--- src/mips_pkg.sv ---
package mips_pkg;

	// sizes
	localparam int word_w    = 32;
	localparam int mem_words = 1024;               // 4 KiB unified memory
	localparam int mem_aw    = $clog2(mem_words);  // word index bits
	localparam int reg_count = 32;
	localparam int reg_aw    = 5;
	localparam logic [reg_aw-1:0] link_reg = 5'd31; // jal return address

	// primary opcodes, instr[31:26]
	typedef enum logic [5:0] {
		op_rtype = 6'h00,
		op_j     = 6'h02,
		op_jal   = 6'h03,
		op_beq   = 6'h04,
		op_bne   = 6'h05,
		op_addiu = 6'h09,
		op_slti  = 6'h0a,
		op_sltiu = 6'h0b,
		op_andi  = 6'h0c,
		op_ori   = 6'h0d,
		op_xori  = 6'h0e,
		op_lui   = 6'h0f,
		op_lw    = 6'h23,
		op_sw    = 6'h2b
	} opcode_e;

	// function codes, instr[5:0] of r-type
	typedef enum logic [5:0] {
		fn_sll  = 6'h00,
		fn_srl  = 6'h02,
		fn_jr   = 6'h08,
		fn_addu = 6'h21,
		fn_subu = 6'h23,
		fn_and  = 6'h24,
		fn_or   = 6'h25,
		fn_xor  = 6'h26,
		fn_nor  = 6'h27,
		fn_slt  = 6'h2a,
		fn_sltu = 6'h2b
	} funct_e;

	typedef enum logic [3:0] {
		alu_add, alu_sub, alu_and, alu_or, alu_xor, alu_nor,
		alu_slt, alu_sltu, alu_sll, alu_srl, alu_lui
	} alu_op_e;

	typedef enum logic [3:0] {
		st_fetch, st_decode, st_mem_addr, st_mem_read, st_mem_wb, st_mem_write,
		st_exec_r, st_alu_wb, st_exec_i, st_branch, st_jump
	} ctrl_state_e;

	typedef enum logic [1:0] {src_a_pc, src_a_reg, src_a_shamt} alu_src_a_e;
	typedef enum logic [1:0] {src_b_reg, src_b_four, src_b_ext, src_b_ext_sl2} alu_src_b_e;
	typedef enum logic [1:0] {dst_rt, dst_rd, dst_link} reg_dst_e;
	typedef enum logic [1:0] {pc_alu_result, pc_alu_out, pc_jump, pc_reg_a} pc_src_e;

	// full datapath control word, 21 bits
	typedef struct packed {
		logic       pc_write;
		logic       iord;       // memory address from alu_out, else pc
		logic       mem_write;
		logic       ir_write;
		logic       reg_write;
		logic       mem_to_reg;
		logic       ext_zero;   // zero extend imm
		logic       branch_eq;
		logic       branch_ne;
		alu_src_a_e alu_src_a;
		alu_src_b_e alu_src_b;
		reg_dst_e   reg_dst;
		pc_src_e    pc_src;
		alu_op_e    alu_op;
	} ctrl_t;

endpackage

--- src/control_unit.sv ---
`timescale 1ns/1ps

module control_unit (
	input  logic            clk,
	input  logic            rstb,
	input  logic [31:0]     instr,
	output mips_pkg::ctrl_t ctrl,
	output logic            instr_done
);

	mips_pkg::ctrl_state_e state, next_state;
	mips_pkg::opcode_e     opcode;
	mips_pkg::funct_e      funct;
	logic                  is_shift;

	assign opcode   = mips_pkg::opcode_e'(instr[31:26]);
	assign funct    = mips_pkg::funct_e'(instr[5:0]);
	assign is_shift = (funct == mips_pkg::fn_sll) || (funct == mips_pkg::fn_srl);

	always_ff @(posedge clk) begin
		if (!rstb)
			state <= mips_pkg::st_fetch;
		else
			state <= next_state;
	end

	always_comb begin
		ctrl       = '0;  // all strobes low, selects at code 0
		instr_done = 1'b0;
		next_state = mips_pkg::st_fetch;
		case (state)
			mips_pkg::st_fetch: begin
				// ir <= mem[pc], pc <= pc + 4
				ctrl.ir_write  = 1'b1;
				ctrl.pc_write  = 1'b1;
				ctrl.alu_src_a = mips_pkg::src_a_pc;
				ctrl.alu_src_b = mips_pkg::src_b_four;
				ctrl.alu_op    = mips_pkg::alu_add;
				ctrl.pc_src    = mips_pkg::pc_alu_result;
				next_state     = mips_pkg::st_decode;
			end
			mips_pkg::st_decode: begin
				// branch target precomputed into alu_out
				ctrl.alu_src_a = mips_pkg::src_a_pc;
				ctrl.alu_src_b = mips_pkg::src_b_ext_sl2;
				ctrl.alu_op    = mips_pkg::alu_add;
				case (opcode)
					mips_pkg::op_rtype: begin
						case (funct)
							mips_pkg::fn_jr: next_state = mips_pkg::st_jump;
							mips_pkg::fn_sll, mips_pkg::fn_srl, mips_pkg::fn_addu,
							mips_pkg::fn_subu, mips_pkg::fn_and, mips_pkg::fn_or,
							mips_pkg::fn_xor, mips_pkg::fn_nor, mips_pkg::fn_slt,
							mips_pkg::fn_sltu: next_state = mips_pkg::st_exec_r;
							default: instr_done = 1'b1;  // unknown funct, no-op
						endcase
					end
					mips_pkg::op_j, mips_pkg::op_jal: next_state = mips_pkg::st_jump;
					mips_pkg::op_beq, mips_pkg::op_bne: next_state = mips_pkg::st_branch;
					mips_pkg::op_lw, mips_pkg::op_sw: next_state = mips_pkg::st_mem_addr;
					mips_pkg::op_addiu, mips_pkg::op_slti, mips_pkg::op_sltiu,
					mips_pkg::op_andi, mips_pkg::op_ori, mips_pkg::op_xori,
					mips_pkg::op_lui: next_state = mips_pkg::st_exec_i;
					default: instr_done = 1'b1;  // unknown opcode, back to fetch
				endcase
			end
			mips_pkg::st_mem_addr: begin
				ctrl.alu_src_a = mips_pkg::src_a_reg;  // base + offset
				ctrl.alu_src_b = mips_pkg::src_b_ext;
				ctrl.alu_op    = mips_pkg::alu_add;
				next_state     = (opcode == mips_pkg::op_lw) ? mips_pkg::st_mem_read
				                                            : mips_pkg::st_mem_write;
			end
			mips_pkg::st_mem_read: begin
				ctrl.iord  = 1'b1;  // mdr picks up the word
				next_state = mips_pkg::st_mem_wb;
			end
			mips_pkg::st_mem_wb: begin
				ctrl.reg_write  = 1'b1;
				ctrl.mem_to_reg = 1'b1;
				ctrl.reg_dst    = mips_pkg::dst_rt;
				instr_done      = 1'b1;
			end
			mips_pkg::st_mem_write: begin
				ctrl.iord      = 1'b1;
				ctrl.mem_write = 1'b1;  // single cycle store strobe
				instr_done     = 1'b1;
			end
			mips_pkg::st_exec_r: begin
				ctrl.alu_src_a = is_shift ? mips_pkg::src_a_shamt : mips_pkg::src_a_reg;
				ctrl.alu_src_b = mips_pkg::src_b_reg;
				case (funct)
					mips_pkg::fn_subu: ctrl.alu_op = mips_pkg::alu_sub;
					mips_pkg::fn_and:  ctrl.alu_op = mips_pkg::alu_and;
					mips_pkg::fn_or:   ctrl.alu_op = mips_pkg::alu_or;
					mips_pkg::fn_xor:  ctrl.alu_op = mips_pkg::alu_xor;
					mips_pkg::fn_nor:  ctrl.alu_op = mips_pkg::alu_nor;
					mips_pkg::fn_slt:  ctrl.alu_op = mips_pkg::alu_slt;
					mips_pkg::fn_sltu: ctrl.alu_op = mips_pkg::alu_sltu;
					mips_pkg::fn_sll:  ctrl.alu_op = mips_pkg::alu_sll;
					mips_pkg::fn_srl:  ctrl.alu_op = mips_pkg::alu_srl;
					default:           ctrl.alu_op = mips_pkg::alu_add;  // addu
				endcase
				next_state = mips_pkg::st_alu_wb;
			end
			mips_pkg::st_exec_i: begin
				ctrl.alu_src_a = mips_pkg::src_a_reg;
				ctrl.alu_src_b = mips_pkg::src_b_ext;
				case (opcode)
					mips_pkg::op_slti:  ctrl.alu_op = mips_pkg::alu_slt;
					mips_pkg::op_sltiu: ctrl.alu_op = mips_pkg::alu_sltu;
					mips_pkg::op_andi:  ctrl.alu_op = mips_pkg::alu_and;
					mips_pkg::op_ori:   ctrl.alu_op = mips_pkg::alu_or;
					mips_pkg::op_xori:  ctrl.alu_op = mips_pkg::alu_xor;
					mips_pkg::op_lui:   ctrl.alu_op = mips_pkg::alu_lui;
					default:            ctrl.alu_op = mips_pkg::alu_add;  // addiu
				endcase
				// logical immediates are zero extended
				ctrl.ext_zero = (opcode == mips_pkg::op_andi) || (opcode == mips_pkg::op_ori)
				             || (opcode == mips_pkg::op_xori);
				next_state = mips_pkg::st_alu_wb;
			end
			mips_pkg::st_alu_wb: begin
				ctrl.reg_write = 1'b1;  // from alu_out
				ctrl.reg_dst   = (opcode == mips_pkg::op_rtype) ? mips_pkg::dst_rd
				                                               : mips_pkg::dst_rt;
				instr_done     = 1'b1;
			end
			mips_pkg::st_branch: begin
				ctrl.alu_src_a = mips_pkg::src_a_reg;  // rs - rt for zero flag
				ctrl.alu_src_b = mips_pkg::src_b_reg;
				ctrl.alu_op    = mips_pkg::alu_sub;
				ctrl.branch_eq = (opcode == mips_pkg::op_beq);
				ctrl.branch_ne = (opcode == mips_pkg::op_bne);
				ctrl.pc_src    = mips_pkg::pc_alu_out;
				instr_done     = 1'b1;
			end
			mips_pkg::st_jump: begin
				ctrl.pc_write = 1'b1;
				ctrl.pc_src   = (opcode == mips_pkg::op_rtype) ? mips_pkg::pc_reg_a  // jr
				                                              : mips_pkg::pc_jump;
				if (opcode == mips_pkg::op_jal) begin
					ctrl.reg_write = 1'b1;  // r31 <= pc + 4
					ctrl.reg_dst   = mips_pkg::dst_link;
				end
				instr_done = 1'b1;
			end
			default: next_state = mips_pkg::st_fetch;
		endcase
	end

endmodule

--- config.mk ---
export PLATFORM = sky130hd
export DESIGN_NAME = control_unit
export DESIGN_NICKNAME = d
export VERILOG_FILES = /design/src/mips_pkg.sv /design/src/control_unit.sv
export SDC_FILE = /design/constraint.sdc
export NUM_CORES = 1
export LEC_CHECK = 0
export BUFFER_PORTS_ARGS = -buffer_cell sky130_fd_sc_hd__buf_2
export CAP_MARGIN = 40
export CORE_ASPECT_RATIO = 1.4
export CORE_UTILIZATION = 38
export DETAILED_ROUTE_END_ITERATION = 12
export GPL_TIMING_DRIVEN = 1
export PLACE_DENSITY = 0.84
export SKIP_LAST_GASP = 1
export SLEW_MARGIN = 20
export SYNTH_ARGS = -nofsm -noshare
export SYNTH_HDL_FRONTEND = slang
export SYNTH_SLANG_ARGS = --single-unit
--- constraint.sdc ---
create_clock -name clk -period 4.3 [get_ports clk]
set_input_delay 0.645 -clock clk [delete_from_list [all_inputs] [get_ports clk]]
set_output_delay 0.645 -clock clk [all_outputs]
set_load 0.02 [all_outputs]
Yosys cells after proc, flatten, opt, wreduce, memory -nomap -nowiden
Cells that the tools add are included.
- add/sub/neg operators: 0
- $mul: 0
- div/mod/pow operators: 0
- $lt $le $gt $ge: 0
- eq/ne operators: 33
- shift operators: 0
- mux-type cells: 26
- bitwise logic cells: 0
- reductions and logical operators: 19
- operator list (kind ; count):
    $eq 6x6->1 const B ; 10
    $pmux 4 s5 ; 3
    $eq 6x4->1 const B ; 8
    $pmux 4 s9 ; 1
    $pmux 4 s6 ; 1
    $eq 6x2->1 const B ; 3
    $eq 4x3->1 const B ; 4
    $reduce_or 2->1 ; 8
    $reduce_or 13->1 ; 1
    $eq 4x4->1 const B ; 3
    $eq 6x3->1 const B ; 2
    $logic_not 6->1 ; 2
    $pmux 4 s3 ; 1
    $reduce_or 11->1 ; 1
    $mux 1 ; 10
    $reduce_or 10->1 ; 1
    $eq 4x2->1 const B ; 2
    $pmux 2 s2 ; 2
    $pmux 4 s2 ; 1
    $reduce_or 7->1 ; 1
    $mux 2 ; 3
    $pmux 1 s2 ; 3
    $reduce_or 5->1 ; 1
    $eq 4x1->1 const B ; 1
    3 further kinds ; 5
- register bits after elaboration: 4
- latch bits: 0
- RAM bits: 0
- memory bits (read-only): 0
- bits of input ports: 34
- output and inout bits: 22
- logic and storage cells: 79
- memories kept: 0

Logic depth before layout (Yosys ltp)
Gate-level depths: netlist (run 1).
- depth in word-level cells: 5
- depth in mapped cells: 6

Least setup slack after synthesis (run 1)
OpenSTA, ideal clock, no wires.
- path type: input to output
- start: input instr[4]
- end: output ctrl[3] (netlist name)
- arrival: 2.058 ns
- data required time: 3.655 ns
- setup slack: 1.597 ns
- stages: 3
- cell sequence: or4b_1 nor3_1 o21bai_1
- RTL lines (what ; line ; RTL):
    from (decl) ; control_unit.sv:6 ; input logic [31:0] instr,
    to (decl) ; control_unit.sv:7 ; output mips_pkg::ctrl_t ctrl,

==> summary.txt, run 1 <==
Status
  • Status: finished clean

Timing
  • Setup Viol. Count Final: 0
  • Unrepaired setup endpoints after global routing: no
  • Final Hold Viols: 0
  • Period utilization: 0.643
  • Slew Limit Fails: 0
  • Tmin final: approximately 2.8 ns
  • Fmax: 362 MHz
  • Setup TNS: 0 ns
  • Max-Slew Margin vs Limit: 0.614
  • Worst clock skew: ~0.0047 ns
  • Worst-Margin Slew: 0.578 ns

Cells and area
  • Design area: 1050 um2
  • Biggest register: state
  • ANT cells: 0
  • Layout cells sized above 1: 0.280
  • Max reg flops: 4
  • Fillers: 221
  • Final Net Count: just under 200
  • Syn-to-layout area delta: 18.4%
  • Largest regs: state: 4 flops

Routing
  • Vias: around 1.1k
  • DRT Pass-1 Iters: 4
  • Iter 0 DRT Violations: between 40 and 50
  • DRC: 0
  • WL/cell: 13.0 um
  • Final wirelength: 2.38 mm
  • Post-DRT Antenna Nets: 0
  • DR vias/cell: 6.01

Clock tree
  • Clock Latency Late Sink: about 0.24 ns
  • CTS HTree Levels: 1
  • CTS tree: done
  • Clk sink count: 4
  • Setup bufs post-CTS: 0
  • Clock Tree Buf Depth: 2
  • Clock slew at reported path FFs: 0.04 ns
  • # hold bufs at CTS: 0
  • # resized after CTS: 0
  • Total CTS buffers: 3
  • Clock root buffer: clkbuf_4

GRT
  • Global-route wire length before repair: 3.96 mm
  • Overall routing resource usage: 0.194
  • Pin count of the biggest net entering global routing: 21
  • Total gr overflow: 0
  • Vias in the first global route: 895
  • Antenna violations before repair: 0

Floorplan
  • Die area: 2530 um2
  • Core ar.: 2180 um2
  • Die width: about 43 um
  • Die height: between 50 and 60 um
  • Row cnt: 20
  • Top Ports: 56
  • Initial core utilization: 0.406

Place
  • GP Congestion: 0.921
  • HPWL Detailed: 1.84 mm
  • Buffers on Ports: 35
  • Dpl cell area: 1020 um2

Worst setup path
  • Worst-path fanout max: 14
  • Worst Path Required: 3.65 ns
  • FF-to-FF path depth: 5
  • Critical Path AT: 2.12 ns
  • Critical Path Sink Type: primary output
  • Crit Path Class: reg -> out
  • CP startpoint kind: flop

Power and ir drop
  • IR drop worst, VDD: roughly 0.17 mV
  • Leak pwr: 0.453 nW
  • Power Dens Cells: 138 nW/um2

Worst hold path
  • Hold Path Class: in -> reg
  • Worst Hold Path Cells: 3

Synth
  • Sequential share of the synthesized area: 0.0905
  • Synth Register Bits: 4
  • EDFF count, synth: 0
  • Synth Cell Area: between 800 and 900 um2
  • Syn Nets: 169
  • YS warnings: 0
  • Netlist cell types: 49
  • Syn Inst Count: 135
  • Leading area contributor after synthesis: dfxtp_1
  • Synth area leaders: dfxtp_1 (9.1%), nor2b_1 (6.4%), nor3_1 (5.7%)
  • Commonest cells post-synth: nor2_1 (10), nor3_1 (10), nand2_1 (9), nor2b_1 (9), o21ai_0 (9)
  • Asr flop ratio synth: 0
  • Synthesized area per cell: 6.55 um2
  • Top-area cell type share of the netlist area: 0.0905
  • Main synth FF type: dfxtp_1

Run
  • Maxcap violations: 0
[per-layer routing]
layer,vias up,global-route usage,wire length [um]
met5,-,0,0
met3,2,0.0488,186
met2,54,0.331,1110
met4,0,0.0179,24
met1,480,0.255,1060
li1,564,-,-
[stage by stage]
stage	hold WS [ns]	util	cells	setup WS [ns]	power, mW
2_1_floorplan	0.618	-	135	1.60	0.0816
3_5_place_dp	0.704	0.471	180	1.58	0.0980
4_1_cts	0.702	0.481	183	1.54	0.147
6_report	0.706	0.481	183	1.54	0.144
3_3_place_gp	0.691	0.471	180	1.61	0.0973
5_1_grt	0.718	0.481	183	1.40	0.158
[worst max-delay path: stages, from the launching register on]
cell and delay, ns:
dfxtp_1 0.58, nand2b_1 0.17, or4b_1 0.55, nor3_1 0.26
o21bai_1 0.14, buf_2 0.17
[report_power, final]
| group | internal [mW] | switching [mW] | total [mW] | leakage, nW |
|---|---|---|---|---|
| Combinational | 0.0216 | 0.0346 | 0.0562 | 0.407 |
| Sequential | 0.0382 | 0.00387 | 0.0420 | 0.0326 |
| Clock | 0.0312 | 0.0150 | 0.0462 | 0.0138 |
| Total | 0.0910 | 0.0535 | 0.144 | 0.453 |
[worst paths after layout]
check	end	startpoint	slack, ns
max	ctrl[3]	state[2]	1.54
min	state[3]	rstb	0.71
max reg2reg	state[1]	state[1]	2.53
min reg2reg	state[0]	state[0]	0.71
[layout by cell type, fill, tap and decap left out, drive strengths merged, types with 4 or more instances in the layout]
cell type	count
a21oi	7
a31oi	4
buf	35
dfxtp	4
inv	6
nand2	9
nand2b	4
nor2	10
nor2b	9
nor3	10
nor4	4
o21ai	9
or2	4
or3	5
[cell families (layout without fill, tap and decap cells)]
group           after synthesis  count (layout)  synth area share
simple gates                 67              67             0.436
flops                         4               4            0.0905
mux                           3               3            0.0339
xor+xnor                      2               2            0.0198
compound gates               41              41             0.324
buf+inv                      18              44            0.0962
[layout make-up]
| class | instances | area (um2) | share of cell area |
|---|---|---|---|
| multi-input combinational | 113 | 719 | 0.687 |
| timing repair buffer | 35 | 175 | 0.167 |
| sequential | 4 | 80.1 | 0.0765 |
| tap | 22 | 27.5 | 0.0263 |
| clock buffer | 3 | 22.5 | 0.0215 |
| inverter | 6 | 22.5 | 0.0215 |
(Power assumes the default switching activity.)
==> run 2, diff against run 1 <==
==> constraint.sdc (replaced) <==
create_clock -name clk -period 2.8 [get_ports clk]
set_input_delay 0.42 -clock clk [delete_from_list [all_inputs] [get_ports clk]]
set_output_delay 0.42 -clock clk [all_outputs]
set_load 0.02 [all_outputs]
==> run 2 against run 1 <==
  * Worst hold slack got worse by 0.22 ns
  * Sequential share of layout area decreased by 0.11 points
  * Core utilization increased by 0.69 points
  * Critical endpoint unchanged
==> summary.txt, run 2 (synthesis results as in run 1) <==
Timing
  • Max-Slew Margin vs Limit: 0.593 (-0.0212)
  • Tmin final: 2.49 ns
  • Fmax: 402 MHz
  • Setup TNS: 0 ns (unchanged)
  • PnR worst setup slack: 0.313 ns (-1.22 ns)
  • Final Hold Viols: 0 (unchanged)
  • Unrepaired setup endpoints after global routing: no
  • Worst-Margin Slew: 0.610 ns (+0.0318 ns)
  • Slew Limit Fails: 0 (unchanged)
  • Period utilization: 0.888
  • Setup Viol. Count Final: 0 (unchanged)
  • Worst clock skew: 0.00406 ns (-0.000644 ns)

Place
  • GP Congestion: 0.930 (+0.99%)
  • Pre-CTS WS: 0.504 ns (-1.07 ns)
  • Buffers on Ports: 35 (unchanged)
  • HPWL Detailed: 1.93 mm (+5.0%)

Worst setup path
  • Worst-path fanout max: 16 (+2)
  • Critical Path Sink Type: primary output
  • Crit Path Class: reg -> out
  • Worst Path Required: 2.38 ns (-1.27 ns)
  • Critical Path AT: 2.07 ns (-0.05 ns)
  • CP startpoint kind: flop

Floorplan
  • Top Ports: 56 (unchanged)
  • Initial core utilization: 0.406 (unchanged)
  • Die width: 42.8 um (unchanged)
  • Row cnt: 20 (unchanged)
  • Die height: 59.1 um (unchanged)
  • Die area: 2530 um2 (unchanged)
  • Core ar.: 2180 um2 (unchanged)

Power and ir drop
  • Leak pwr: 0.464 nW (+2.4%)
  • Power Dens Cells: 210 nW/um2 (+52%)
  • IR drop worst, VDD: 0.275 mV (+61%)

GRT
  • Antenna violations before repair: 0 (unchanged)
  • Overall routing resource usage: 0.212 (+0.0175)
  • Total gr overflow: 0 (unchanged)
  • Vias in the first global route: 993 (+11%)
  • Pin count of the biggest net entering global routing: 21 (unchanged)
  • Global-route wire length before repair: 4.27 mm (+7.9%)

Worst hold path
  • Hold Path Class: in -> reg

Status
  • Status: finished clean

Routing
  • DR vias/cell: 6.15 (+2.3%)
  • DRC: 0 (unchanged)
  • Post-DRT Antenna Nets: 0 (unchanged)
  • Vias: 1138 (+3.5%)
  • Iter 0 DRT Violations: 42 (-2.3%)
  • WL/cell: 13.5 um (+3.4%)
  • DRT Pass-1 Iters: 4 (unchanged)
  • Final wirelength: 2.49 mm (+4.6%)

Cells and area
  • Fillers: 244 (+10%)
  • Largest regs: state: 4 flops
  • Biggest register: state
  • Max reg flops: 4 (unchanged)
  • Syn-to-layout area delta: 20.1%
  • ANT cells: 0 (unchanged)
  • Commonest non-fill, non-tap cell in the layout: buf_2
  • Commonest cells after routing, fill and taps aside: buf_2 (35), nor2_1 (10), nor3_1 (10)
  • Layout cells sized above 1: 0.288 (+0.00884)
  • Final Net Count: 199 (+1.0%)

Clock tree
  • CTS tree: done
  • Clk sink count: 4 (unchanged)
  • Clock root buffer: clkbuf_4
  • Clock Latency Late Sink: 0.23 ns (about the same)
  • Setup bufs post-CTS: 0 (unchanged)
  • Clock Tree Buf Depth: 2 (unchanged)
  • Clock slew at reported path FFs: 0.03 ns (about the same)
  • # hold bufs at CTS: 0 (unchanged)
  • Total CTS buffers: 3 (unchanged)
  • CTS HTree Levels: 1 (unchanged)
  • # resized after CTS: 0 (unchanged)

Run
  • Maxcap violations: 0 (unchanged)
-- run 2: changes by cell type in the layout (fill, tap and decap cells not counted) --
cell and delta:
buf_4 +2
-- run 2: routing by layer --
metal	vias to the layer above	GRT usage	share of wire
li1	572	-	-
met1	507	0.266	0.43
met2	55	0.359	0.48
met3	4	0.0488	0.074
met4	0	0.0580	0.017
met5	-	0	0
-- run 2: worst max-delay path, cell delays in order (launching register included) --
cell	delay (ns)
dfxtp_1	0.44
nand2b_1	0.28
or4b_1	0.55
nor3_1	0.25
o21bai_1	0.14
buf_2	0.17
-- run 2: path summary, 6_finish.rpt --
check / start / end / slack (ns) / depth (start not counted)
min reg2reg: state[0] / state[0] / 0.73 / 1
max reg2reg: state[0] / state[0] / 1.10 / 5
max: state[3] / ctrl[3] / 0.31 / 5
min: rstb / state[3] / 0.48 / 3
-- run 2: metrics by stage --
stage	cells	total power [mW]	cell area, um2	hold slack (ns)	util
after global routing	185	0.241	1060	0.500	0.488
after CTS	185	0.226	1060	0.479	0.488
after global placement	182	0.150	1040	0.698	0.478
after floorplan	135	0.125	885	0.591	-
after detailed placement	182	0.151	1040	0.714	0.478
final	185	0.223	1060	0.482	0.488
-- run 2: power breakdown --
| part | total (mW) | switching [mW] | internal [mW] |
|---|---|---|---|
| Sequential | 0.0643 | 0.00570 | 0.0586 |
| Combinational | 0.0876 | 0.0542 | 0.0334 |
| Clock | 0.0707 | 0.0228 | 0.0479 |
-- run 2: final cells by class --
| cell class | instances | area [um2] | share of cell area |
|---|---|---|---|
| Inverter | 6 | 22.5 | 0.0212 |
| Tap cell | 22 | 27.5 | 0.0259 |
| Multi-Input combinational cell | 113 | 719 | 0.677 |
| Timing Repair Buffer | 37 | 190 | 0.179 |
| Clock buffer | 3 | 22.5 | 0.0212 |
| Sequential cell | 4 | 80.1 | 0.0754 |
